File: src/common/nn_ctrl_pkg.sv
package nn_ctrl_pkg;

    typedef enum logic [2:0] {
        IDLE,
        L1_MM,
        L1_RELU,
        L2_MM,
        ARGMAX,
        DONE
    } nn_state_t;

    // Strobe pair between the sequencer and one layer unit
    typedef struct packed {
        logic start;
        logic done;
    } layer_run_t;

endpackage

File: src/common/nn_data_pkg.sv
package nn_data_pkg;

    localparam int N_PIXELS  = 64;
    localparam int N_HIDDEN  = 16;
    localparam int N_CLASSES = 10;

    // Bit index into the latched image
    localparam int PIX_W = $clog2(N_PIXELS);

    // Sized for the largest weight table, N_HIDDEN rows of N_PIXELS
    localparam int ADDR_W = $clog2(N_PIXELS * N_HIDDEN);

    typedef logic signed [31:0] act_t;
    typedef logic signed [7:0]  wgt_t;
    typedef logic [ADDR_W-1:0]  addr_t;

    // One write into a scratch RAM
    typedef struct packed {
        addr_t addr;
        act_t  data;
        logic  we;
    } mem_wr_t;

endpackage

File: src/layer/matrix_multiply.sv
`timescale 1ns/1ps

module matrix_multiply #(
    parameter int IN_LEN  = 64,
    parameter int OUT_LEN = 16
) (
    input  logic                 clk,
    input  logic                 resetn,
    input  logic                 start,
    output nn_data_pkg::addr_t   src_addr,
    input  nn_data_pkg::act_t    src_data,
    output nn_data_pkg::addr_t   wgt_addr,
    input  nn_data_pkg::wgt_t    wgt_data,
    output nn_data_pkg::mem_wr_t wr,
    output logic                 done
);
    import nn_data_pkg::*;

    localparam addr_t IN_A     = addr_t'(IN_LEN);
    localparam addr_t LAST_IN  = addr_t'(IN_LEN + 1);
    localparam addr_t LAST_OUT = addr_t'(OUT_LEN - 1);

    logic  busy;
    addr_t in_cnt;
    addr_t out_cnt;
    addr_t in_cnt_q;
    logic  acc_en;
    logic  row_end;
    act_t  acc;
    act_t  prod;

    // Row takes IN_LEN reads, one trailing accumulate, then the write
    assign row_end = busy && (in_cnt == LAST_IN);
    assign prod    = src_data * act_t'(wgt_data);

    always_ff @(posedge clk or posedge resetn) begin
        if (resetn) begin
            busy     <= 1'b0;
            in_cnt   <= '0;
            out_cnt  <= '0;
            in_cnt_q <= '0;
            acc_en   <= 1'b0;
            acc      <= '0;
        end else begin
            in_cnt_q <= in_cnt;
            acc_en   <= busy && (in_cnt < IN_A);

            if (start) begin
                busy    <= 1'b1;
                in_cnt  <= '0;
                out_cnt <= '0;
            end else if (busy) begin
                if (row_end) begin
                    in_cnt <= '0;
                    if (out_cnt == LAST_OUT) begin
                        busy <= 1'b0;
                    end else begin
                        out_cnt <= out_cnt + 1'b1;
                    end
                end else begin
                    in_cnt <= in_cnt + 1'b1;
                end
            end

            if (acc_en) begin
                acc <= acc + prod;
            end else if (row_end) begin
                acc <= '0;
            end
        end
    end

    assign src_addr = in_cnt;

    // Weight index trails the read address to match the RAM latency
    assign wgt_addr = out_cnt * IN_A + in_cnt_q;

    assign wr.addr = out_cnt;
    assign wr.data = acc;
    assign wr.we   = row_end;
    assign done    = row_end && (out_cnt == LAST_OUT);

endmodule

File: src/layer/relu.sv
`timescale 1ns/1ps

module relu #(
    parameter int LEN = 16
) (
    input  logic                 clk,
    input  logic                 resetn,
    input  logic                 start,
    output nn_data_pkg::addr_t   src_addr,
    input  nn_data_pkg::act_t    src_data,
    output nn_data_pkg::mem_wr_t wr,
    output logic                 done
);
    import nn_data_pkg::*;

    localparam addr_t LEN_A = addr_t'(LEN);
    localparam addr_t LAST  = addr_t'(LEN + 1);

    logic  busy;
    addr_t cnt;
    addr_t idx_q;
    logic  rd_vld;

    always_ff @(posedge clk or posedge resetn) begin
        if (resetn) begin
            busy   <= 1'b0;
            cnt    <= '0;
            idx_q  <= '0;
            rd_vld <= 1'b0;
            wr     <= '0;
        end else begin
            idx_q  <= cnt;
            rd_vld <= busy && (cnt < LEN_A);

            if (start) begin
                busy <= 1'b1;
                cnt  <= '0;
            end else if (busy) begin
                if (cnt == LAST) begin
                    busy <= 1'b0;
                end else begin
                    cnt <= cnt + 1'b1;
                end
            end

            // Same index, negatives clamped
            wr.addr <= idx_q;
            wr.data <= (src_data < 0) ? '0 : src_data;
            wr.we   <= rd_vld;
        end
    end

    assign src_addr = cnt;
    assign done     = busy && (cnt == LAST);

endmodule

File: src/argmax.sv
`timescale 1ns/1ps

module argmax #(
    parameter int LEN = 10
) (
    input  logic               clk,
    input  logic               resetn,
    input  logic               start,
    output nn_data_pkg::addr_t src_addr,
    input  nn_data_pkg::act_t  src_data,
    output logic [3:0]         max_index,
    output logic               done
);
    import nn_data_pkg::*;

    localparam addr_t LEN_A = addr_t'(LEN);
    localparam addr_t LAST  = addr_t'(LEN + 1);

    logic  busy;
    addr_t cnt;
    addr_t idx_q;
    logic  rd_vld;
    act_t  best;

    always_ff @(posedge clk or posedge resetn) begin
        if (resetn) begin
            busy      <= 1'b0;
            cnt       <= '0;
            idx_q     <= '0;
            rd_vld    <= 1'b0;
            best      <= '0;
            max_index <= '0;
        end else begin
            idx_q  <= cnt;
            rd_vld <= busy && (cnt < LEN_A);

            if (start) begin
                busy <= 1'b1;
                cnt  <= '0;
            end else if (busy) begin
                if (cnt == LAST) begin
                    busy <= 1'b0;
                end else begin
                    cnt <= cnt + 1'b1;
                end
            end

            // First word always loads, later ones only if strictly greater
            if (rd_vld && ((idx_q == '0) || (src_data > best))) begin
                best      <= src_data;
                max_index <= idx_q[3:0];
            end
        end
    end

    assign src_addr = cnt;
    assign done     = busy && (cnt == LAST);

endmodule

File: src/neural_network.sv
`timescale 1ns/1ps

module neural_network (
    input  logic                          clk,
    input  logic                          resetn,
    input  logic                          start,
    input  logic [nn_data_pkg::N_PIXELS-1:0] pixel_data,
    output logic                          done,
    output logic [3:0]                    class_index
);
    import nn_data_pkg::*;
    import nn_ctrl_pkg::*;

    nn_state_t state;
    nn_state_t state_nx;
    nn_state_t state_q;

    logic [N_PIXELS-1:0] image_q;
    logic [PIX_W-1:0]    pix_idx;
    act_t                pix_data;

    layer_run_t run_mm1;
    layer_run_t run_relu1;
    layer_run_t run_mm2;
    layer_run_t run_am;

    logic mm1_done;
    logic relu1_done;
    logic mm2_done;
    logic am_done;

    addr_t      mm1_src_addr;
    addr_t      mm1_wgt_addr;
    addr_t      relu1_src_addr;
    addr_t      mm2_src_addr;
    addr_t      mm2_wgt_addr;
    addr_t      am_src_addr;
    wgt_t       w1_data;
    wgt_t       w2_data;
    act_t       h1_rd_data;
    act_t       a1_rd_data;
    act_t       s2_rd_data;
    mem_wr_t    h1_wr;
    mem_wr_t    a1_wr;
    mem_wr_t    s2_wr;
    logic [3:0] am_index;

    // Image capture and the layer-1 source, which mimics a RAM read
    assign pix_idx = mm1_src_addr[PIX_W-1:0];

    always_ff @(posedge clk) begin
        if ((state == IDLE) && start) begin
            image_q <= pixel_data;
        end
        pix_data <= act_t'(image_q[pix_idx]);
    end

    // A unit starts in the first cycle of its state
    always_comb begin
        run_mm1.start   = (state == L1_MM) && (state_q != L1_MM);
        run_mm1.done    = mm1_done;
        run_relu1.start = (state == L1_RELU) && (state_q != L1_RELU);
        run_relu1.done  = relu1_done;
        run_mm2.start   = (state == L2_MM) && (state_q != L2_MM);
        run_mm2.done    = mm2_done;
        run_am.start    = (state == ARGMAX) && (state_q != ARGMAX);
        run_am.done     = am_done;
    end

    always_comb begin
        state_nx = state;
        case (state)
            IDLE:    if (start) state_nx = L1_MM;
            L1_MM:   if (run_mm1.done) state_nx = L1_RELU;
            L1_RELU: if (run_relu1.done) state_nx = L2_MM;
            L2_MM:   if (run_mm2.done) state_nx = ARGMAX;
            ARGMAX:  if (run_am.done) state_nx = DONE;
            DONE:    state_nx = IDLE;
            default: state_nx = IDLE;
        endcase
    end

    always_ff @(posedge clk or posedge resetn) begin
        if (resetn) begin
            state       <= IDLE;
            state_q     <= IDLE;
            class_index <= '0;
        end else begin
            state   <= state_nx;
            state_q <= state;
            if (run_am.done) begin
                class_index <= am_index;
            end
        end
    end

    assign done = (state == DONE);

    weight_rom #(.LAYER(1)) w1 (.addr(mm1_wgt_addr), .weight(w1_data));
    weight_rom #(.LAYER(2)) w2 (.addr(mm2_wgt_addr), .weight(w2_data));

    scratch_ram #(.DEPTH(N_HIDDEN)) h1 (
        .clk(clk), .wr(h1_wr), .rd_addr(relu1_src_addr), .rd_data(h1_rd_data)
    );
    scratch_ram #(.DEPTH(N_HIDDEN)) a1 (
        .clk(clk), .wr(a1_wr), .rd_addr(mm2_src_addr), .rd_data(a1_rd_data)
    );
    scratch_ram #(.DEPTH(N_CLASSES)) s2 (
        .clk(clk), .wr(s2_wr), .rd_addr(am_src_addr), .rd_data(s2_rd_data)
    );

    matrix_multiply #(.IN_LEN(N_PIXELS), .OUT_LEN(N_HIDDEN)) mm1 (
        .clk(clk), .resetn(resetn), .start(run_mm1.start),
        .src_addr(mm1_src_addr), .src_data(pix_data),
        .wgt_addr(mm1_wgt_addr), .wgt_data(w1_data),
        .wr(h1_wr), .done(mm1_done)
    );

    relu #(.LEN(N_HIDDEN)) relu1 (
        .clk(clk), .resetn(resetn), .start(run_relu1.start),
        .src_addr(relu1_src_addr), .src_data(h1_rd_data),
        .wr(a1_wr), .done(relu1_done)
    );

    matrix_multiply #(.IN_LEN(N_HIDDEN), .OUT_LEN(N_CLASSES)) mm2 (
        .clk(clk), .resetn(resetn), .start(run_mm2.start),
        .src_addr(mm2_src_addr), .src_data(a1_rd_data),
        .wgt_addr(mm2_wgt_addr), .wgt_data(w2_data),
        .wr(s2_wr), .done(mm2_done)
    );

    argmax #(.LEN(N_CLASSES)) argmax1 (
        .clk(clk), .resetn(resetn), .start(run_am.start),
        .src_addr(am_src_addr), .src_data(s2_rd_data),
        .max_index(am_index), .done(am_done)
    );

endmodule

File: src/scratch_ram.sv
`timescale 1ns/1ps

module scratch_ram #(
    parameter int DEPTH = 16
) (
    input  logic                 clk,
    input  nn_data_pkg::mem_wr_t wr,
    input  nn_data_pkg::addr_t   rd_addr,
    output nn_data_pkg::act_t    rd_data
);
    import nn_data_pkg::*;

    localparam int AW = $clog2(DEPTH);

    act_t mem [DEPTH];

    always_ff @(posedge clk) begin
        if (wr.we) begin
            mem[wr.addr[AW-1:0]] <= wr.data;
        end
        // One cycle read latency
        rd_data <= mem[rd_addr[AW-1:0]];
    end

endmodule

File: src/weight_rom.sv
`timescale 1ns/1ps

module weight_rom #(
    parameter int LAYER = 1
) (
    input  nn_data_pkg::addr_t addr,
    output nn_data_pkg::wgt_t  weight
);
    import nn_data_pkg::*;

    localparam int IN_LEN = (LAYER == 1) ? N_PIXELS : N_HIDDEN;

    int row;
    int col;
    int rem;

    // Address is row * IN_LEN + col
    always_comb begin
        col    = int'(addr) % IN_LEN;
        row    = int'(addr) / IN_LEN;
        rem    = (7 * col + 13 * row + 5 * LAYER) % 9;
        weight = wgt_t'(rem - 4);
    end

endmodule

File: config.mk
export PLATFORM = sky130hd
export DESIGN_NAME = neural_network
export DESIGN_NICKNAME = d
export VERILOG_FILES = /design/src/common/nn_ctrl_pkg.sv /design/src/common/nn_data_pkg.sv /design/src/layer/matrix_multiply.sv /design/src/layer/relu.sv /design/src/argmax.sv /design/src/neural_network.sv /design/src/scratch_ram.sv /design/src/weight_rom.sv
export SDC_FILE = /design/constraint.sdc
export NUM_CORES = 2
export LEC_CHECK = 0
export ABC_AREA = 1
export BUFFER_PORTS_ARGS = -buffer_cell sky130_fd_sc_hd__buf_2
export CAP_MARGIN = 20
export CELL_PAD_IN_SITES_DETAIL_PLACEMENT = 1
export CELL_PAD_IN_SITES_GLOBAL_PLACEMENT = 2
export CORE_MARGIN = 4
export CORE_UTILIZATION = 39
export DETAILED_ROUTE_END_ITERATION = 10
export GPL_TIMING_DRIVEN = 0
export PLACE_DENSITY_LB_ADDON = 0.1
export SETUP_SLACK_MARGIN = 0.2
export SYNTH_ARGS = -nofsm -noshare
export SYNTH_HDL_FRONTEND = slang
export SYNTH_SLANG_ARGS = --single-unit
File: constraint.sdc
create_clock -name clk -period 15.6 [get_ports clk]
set_input_delay 2.34 -clock clk [delete_from_list [all_inputs] [get_ports clk]]
set_output_delay 2.34 -clock clk [all_outputs]
set_load 0.005 [all_outputs]
; ---- Word-level counts from Yosys, hierarchy flattened
; Memory sizes are Yosys's and may differ from the RTL's. A register that Yosys moved wholly into a read port is not among the register bits.
; Cells that the tools add are included.
[word_totals]
register_bits = 314
mem_bits_rw = 1344
input_bits = 67
out_inout_bits = 5
memories = 3
[op_classes]
add_sub_neg = 16
n_mul = 6
div_mod_pow = 2
order_cmp = 7
eq_ne = 24
muxes = 53
n_reduce_logical = 32
[memory_table]
columns = name, depth, word_bits, rd, rd_ports_with_merged_regs, wr, line
row1 = a1.mem, 16, 32, 1, 1, 1, scratch_ram.sv:15  ; act_t mem [DEPTH];
row2 = h1.mem, 16, 32, 1, 1, 1, scratch_ram.sv:15
row3 = s2.mem, 10, 32, 1, 1, 1, scratch_ram.sv:15
[op_table]
columns = cell, n
row1 = $mux W10, 20
row2 = $mux W32, 5
row3 = $add A32 B32 Y32, 4
row4 = $mod A32 B5 Y32 const B, 2
row5 = $add A10 B1 Y10 const B, 6
row6 = $add A32 B4 Y32 const B, 1
row7 = $add A32 B5 Y32 const B, 1
row8 = $gt A32 B32 Y1, 1
row9 = $lt A32 B1 Y1 const B, 1
row10 = $mul A32 B8 Y32, 1
row11 = $eq A10 B4 Y1 const B, 3
row12 = $mux W1, 21
row13 = $add A10 B10 Y10, 2
row14 = $eq A10 B5 Y1 const B, 2
row15 = $lt A10 B5 Y1 const B, 2
row16 = $logic_and A1 B1 Y1, 16
row17 = $reduce_bool A2 Y1, 8
row18 = $sub A8 B4 Y8 const B, 2
row19 = $mux W3, 5
row20 = $pmux W3 S5, 1
row21 = $ne A2 B1 Y1 const B, 7
row22 = $eq A10 B7 Y1 const B, 1
row23 = $logic_not A10 Y1, 1
row24 = $lt A10 B4 Y1 const B, 1
row25 = 20 further kinds, 26

; ---- Longest topological paths before layout
[depth]
ltp_word = 9
mapped_depth = 138

; ---- Modules after synthesis
; A second synthesis with hierarchy kept.
[hier_totals]
hier_cells = 10238
hier_area_um2 = 96303.6
[modules_own_cells]
columns = module, n_inst, cells_each, area_per_inst_um2, seq_area_each_um2
row1 = scratch_ram at a1 ..., 2, 2120, 22730.6, 16015.4
row2 = scratch_ram at s2, 1, 1270, 14111.0, 10249.8
row3 = matrix_multiply at mm2, 1, 1432, 11031.8, 1601.5
row4 = matrix_multiply at mm1, 1, 1439, 10978.0, 1601.5
row5 = argmax, 1, 395, 3340.7, 1451.4
row6 = neural_network, 1, 274, 3155.5, 2192.1
row7 = weight_rom at w1, 1, 486, 3084.2, 0.0
row8 = weight_rom at w2, 1, 484, 2867.8, 0.0
row9 = relu, 1, 218, 2273.4, 1601.5

; ---- Least setup slack after synthesis
; Ideal clock, no wire load.
[synth_path]
path_kind = reg2reg
from = reg mm2.out_cnt[2]
to = reg mm2.acc[31]
setup_ns = 0.117
t_arrival_ns = 15.348
required_time_ns = 15.483
slack_ns = 0.135
stages_incl_launch_ff = 132
n_path_buf = 0
path_cell_list = dfrtp_1 -> ha_1 -> a21oi_1 -> and2_1 -> xor2_1 -> inv_1 -> ha_1 -> inv_1 -> fa_1 -> inv_1 -> ha_1 -> nand2_1 -> nand2_1 -> a31oi_1 -> xor2_1 -> inv_1 -> ha_1 -> ha_1 -> [96 not listed] -> nand3_1 -> nand2_1 -> nand2_1 -> inv_1 -> nor2_1 -> nor2_1 -> nor2_1 -> inv_1 -> nand3_1 -> nand2_1 -> inv_1 -> nand2_1 -> nand2_1 -> nand2_1 -> nand2_1 -> nand2_1 -> nand3_1 -> nand2_1
[synth_via]
elab_chain_len = 9
[synth_rtl]
columns = item, line
row1 = start: declaration, matrix_multiply.sv:25  ; addr_t out_cnt;
row2 = start signal: assignment, matrix_multiply.sv:58  ; out_cnt <= out_cnt + 1'b1;
row3 = $add A10 B10 Y10, matrix_multiply.sv:76  ; assign wgt_addr = out_cnt * IN_A + in_cnt_q;
row4 = $mul A4 B6 Y10, weight_rom.sv:21  ; rem = (7 * col + 13 * row + 5 * LAYER) % 9;
row5 = $add A32 B32 Y32, weight_rom.sv:21
row6 = $add A32 B5 Y32, weight_rom.sv:21
row7 = $mod A32 B5 Y32, weight_rom.sv:21
row8 = $sub A8 B4 Y8, weight_rom.sv:22  ; weight = wgt_t'(rem - 4);
row9 = $mul A32 B8 Y32, matrix_multiply.sv:34  ; assign prod = src_data * act_t'(wgt_data);
row10 = $add A32 B32 Y32, matrix_multiply.sv:66  ; acc <= acc + prod;
row11 = $mux W32, matrix_multiply.sv:65  ; if (acc_en) begin
row12 = end signal: assignment, matrix_multiply.sv:66
row13 = end: declaration, matrix_multiply.sv:29  ; act_t acc;
; Every way passes these cells.
; A chain may end at the register's enable or synchronous reset.

; ---- Worst setup path after layout
; Same ends and word-level chain as after synthesis.

==> summary.md <==
| Metric | Value |
|---|---|
| Num CTS Buffers | `189` |
| WHS | `0.348 ns` |
| Top layer in use | `met4` |
| Placed cell count | `10000` |
| Wire length per cell | `23.7 µm` |
| Post-Syn Instances | `7182` |
| Row cnt | `166` |
| Reg clk slew, reported paths | `0.06 ns` |
| FF-to-FF Start | `mm2.out_cnt[2]$_DFFE_PP0P_` |
| Failing checks | `negative setup slack` |
| Synth Warn # | `0` |
| Slew Viols, Final | `0` |
| IO Count | `72` |
| Number of detailed-route iterations in the first pass | `7` |
| CTS Hold Bufs | `0` |
| Max_slew headroom | `26.0%` |
| Yosys top cell by area | `edfxtp_1` |
| Required @ worst endpoint | `16.28 ns` |
| Post-synthesis cell area | `0.0802 mm²` |
| Post-layout net count | `8206` |
| Worst path arrival time | `~17 ns` |
| Hold path endpoint | `relu1.wr[34]$_DFF_PP0_` |
| CP max FO | `7` |
| Vias | `56200` |
| Simple-gate area share of the yosys netlist | `12.6%` |
| Fin. Hold Viols | `0` |
| 1st-iter DRT viols | `4194` |
| Post-synthesis mux area share | `less than 1%` |
| Setup ws final | `-0.315 ns` |
| Critical Path Source Type | `flop` |
| Vias in the first global route | `59600` |
| Worst R2R Setup Slack | `-0.32 ns` |
| Synth Area in Adders | `8.80%` |
| # clock sinks | `1736` |
| Clk root buf | `clkbuf_16` |
| Layout Cells excl Fill | `10600` |
| CP max stage cell | `fa_1` |
| Synth unique cells | `between 60 and 70` |
| H-tree levels | `4` |
| Vias per inst | `5.32` |
| Met3 routed WL | `11600 µm` |
| Outcome | `complete, but fails checks` |
| Full die area | `0.213 mm²` |
| Gp weighted congestion | `0.803` |
| Synth Area in Compound Gates | `10.4%` |
| Crit path time final | `between 15 and 20 ns` |
| DRT antenna net count | `0` |
| Largest net degree at the start of global routing | `101` |
| Wire length on met2 | `between 100000 and 150000 µm` |
| CP dominant cell by count | `nand2_4` |
| Most frequent cells after synthesis | `edfxtp_1, nor2_1, o21ai_0` |
| Reg-to-reg critical path endpoint | `mm2.acc[31]$_DFFE_PP0P_` |
| Syn Nets | `roughly 7700` |
| Fmax | `about 63 MHz` |
| CORE AREA | `0.205 mm²` |
| Die Y | `461 µm` |
| Initial antenna violation count | `11` |
| Layout cells sized above 1 | `approximately an eighth` |
| Hold Path Origin | `relu1.idx_q[1]$_DFF_PP0_` |
| CP delay by family, top | `simple AND/OR/NAND/NOR gates` |
| Grt total ovfl | `0` |
| R2R depth | `around 130` |
| Synth Register Bits | `1736` |
| Top-count cell post-synth | `edfxtp_1` |
| RSZ-0062 raised after global routing | `yes` |
| Initial Util | `39.2%` |
| WS Path Type | `flop to flop` |
| CTS tree | `done` |
| Port bufs | `71` |
| Share of the synthesized area in the top cell type | `~52%` |
| Ys flop type | `edfxtp_1` |
| First-pass GRT wire length | `376000 µm` |
| CTS Buffer Depth | `3` |
| Final setup violation count | `3` |
| Met1 Wirelength | `109000 µm` |
| Main combinational cell family by area after synthesis | `simple AND/OR/NAND/NOR gates` |
| Xor and xnor fraction of the mapped netlist area | `0.849%` |
| Total Wirelength | `250000 µm` |
| Area of placed instances | `0.0854 mm²` |
| Area delta synth->final | `18.1%` |
| Top cells by area, synth | `edfxtp_1, dfrtp_1, nor2_1` |
| Final worst path period share | `102%` |
| # DRC | `0` |
| Asr flop ratio synth | `14.3%` |
| Hold Path Depth | `0` |
| Clock Skews | `0.0629 ns` |
| HP Class | `flop to flop` |
| Post-DP HPWL | `around 180000 µm` |
| Post-synth EDFFs | `around 1400` |
| Die Wd | `461 µm` |
| Worst-skew pair later-pin latency | `0.85 ns` |
| Filler instances | `21700` |
| Worst setup EP type | `flop` |
| Final std cell area, no fill | `0.0947 mm²` |
| Post-synthesis sequential area ratio | `62.3%` |
| Max-cap viol count | `0` |
| Gr usage total | `23.5%` |
| Buf+Inv Stages, Crit Path | `24` |
| Worst Tran Pin Value | `1.11 ns` |
| Worst path max stage delay | `0.58 ns` |
| Syn Area/Cell | `11.2 µm²` |
[state kept, by name, summed over array words and instances (netlist names), 4 cells and up]
signal	cells
mm1.out_cnt	10
relu1.idx_q	4
argmax1.idx_q	10
h1.mem	512
image_q	64
mm1.in_cnt_q	10
mm2.src_addr	10
relu1.src_addr	10
argmax1.src_addr	10
s2.rd_data	32
mm1.src_addr	10
s2.mem	320
relu1.wr	36
h1.rd_data	32
argmax1.best	32
a1.mem	496
mm2.acc	32
mm2.out_cnt	10
a1.rd_data	31
mm1.acc	32
argmax1.max_index	4
class_index	4
mm2.in_cnt_q	10
[layout by cell type, fill, tap and decap left out, types with 45 or more instances in the layout]
cell type | synthesis | layout
edfxtp_1 | 1392 | 1392
nor2_1 | 1167 | 1104
o21ai_0 | 867 | 843
nand2_1 | 764 | 708
inv_1 | 698 | 677
o22ai_1 | 340 | 338
clkbuf_1 | 269 | 320
dfrtp_1 | 248 | 244
ha_1 | 236 | 216
fa_1 | 205 | 199
clkbuf_16 | 0 | 198
buf_4 | 4 | 169
nand3_1 | 177 | 159
a21oi_1 | 145 | 137
dfxtp_1 | 96 | 96
nand4_1 | 90 | 90
buf_2 | 9 | 77
nand2_2 | 44 | 67
nor2_4 | 10 | 55
o221ai_1 | 54 | 54
nand2_4 | 16 | 46
inv_2 | 32 | 45
buf_6 | 1 | 45
[metal layers]
metal  track usage [%]  vias up
met5                 0        -
met2              40.0     1241
li1                  -    25900
met4              6.56        0
met1              31.4    28700
met3              3.32      336
[worst max-delay path by stage]
stage,start,endpoint,slack [ns],depth (start not counted)
2_1_floorplan,mm2.out_cnt[2]$_DFFE_PP0P_,mm2.acc[31]$_DFFE_PP0P_,0.21,130
3_3_place_gp,mm2.out_cnt[2]$_DFFE_PP0P_,mm2.acc[31]$_DFFE_PP0P_,-2.64,129
3_5_place_dp,mm2.out_cnt[2]$_DFFE_PP0P_,mm2.acc[31]$_DFFE_PP0P_,-2.69,129
4_1_cts,mm2.out_cnt[0]$_DFFE_PP0P_,mm2.acc[31]$_DFFE_PP0P_,-0.51,126
5_1_grt,mm2.out_cnt[2]$_DFFE_PP0P_,mm2.acc[31]$_DFFE_PP0P_,-1.39,131
6_report,mm2.out_cnt[2]$_DFFE_PP0P_,mm2.acc[31]$_DFFE_PP0P_,-0.32,127
[what timing repair did]
action,4_1_cts,5_1_grt
pin swaps,116,114
gates resized for setup,194,137
setup buffers,156,35
gates cloned,0,1
endpoints found under the setup margin,18,26
[final cells by class]
| class | count | area, µm² | share of cell area, % |
|---|---|---|---|
| Timing Repair Buffer | 324 | 3070 | 3.24 |
| Clock buffer | 282 | 5560 | 5.87 |
| Antenna cell | 4 | 10.0 | 0.0106 |
| Buffer | 309 | 1280 | 1.35 |
| Timing Repair inverter | 1 | 5.00 | 0.00529 |
| Inverter | 741 | 2820 | 2.98 |
| Sequential cell | 1736 | 49900 | 52.7 |
| Tap cell | 2688 | 3360 | 3.55 |
| Multi-Input combinational cell | 4396 | 27700 | 29.2 |
| Clock inverter | 75 | 975 | 1.03 |
[stage by stage]
| step | utilization [%] | setup TNS (ns) | setup slack (ns) |
|---|---|---|---|
| floorplan | - | 0 | 0.211 |
| global placement | 41.0 | -16.98 | -2.64 |
| detailed placement | 41.7 | -18.32 | -2.69 |
| CTS | 45.9 | -0.690 | -0.511 |
| global route | 46.3 | -9.34 | -1.39 |
| finish | 46.3 | -0.501 | -0.315 |
[cell families (layout without fill, tap and decap cells)]
family / after synthesis / in the layout
xor+xnor: 76 / 76
other cells: 0 / 4
flops: 1736 / 1736
mux: 4 / 4
compound gates: 1494 / 1494
fa+ha+maj: 441 / 441
simple gates: 2381 / 2381
buf+inv: 1050 / 1732
Power is left out: the tool's default activity adds up to more than one toggle a clock period on the data nets, which glitch-free logic cannot reach.
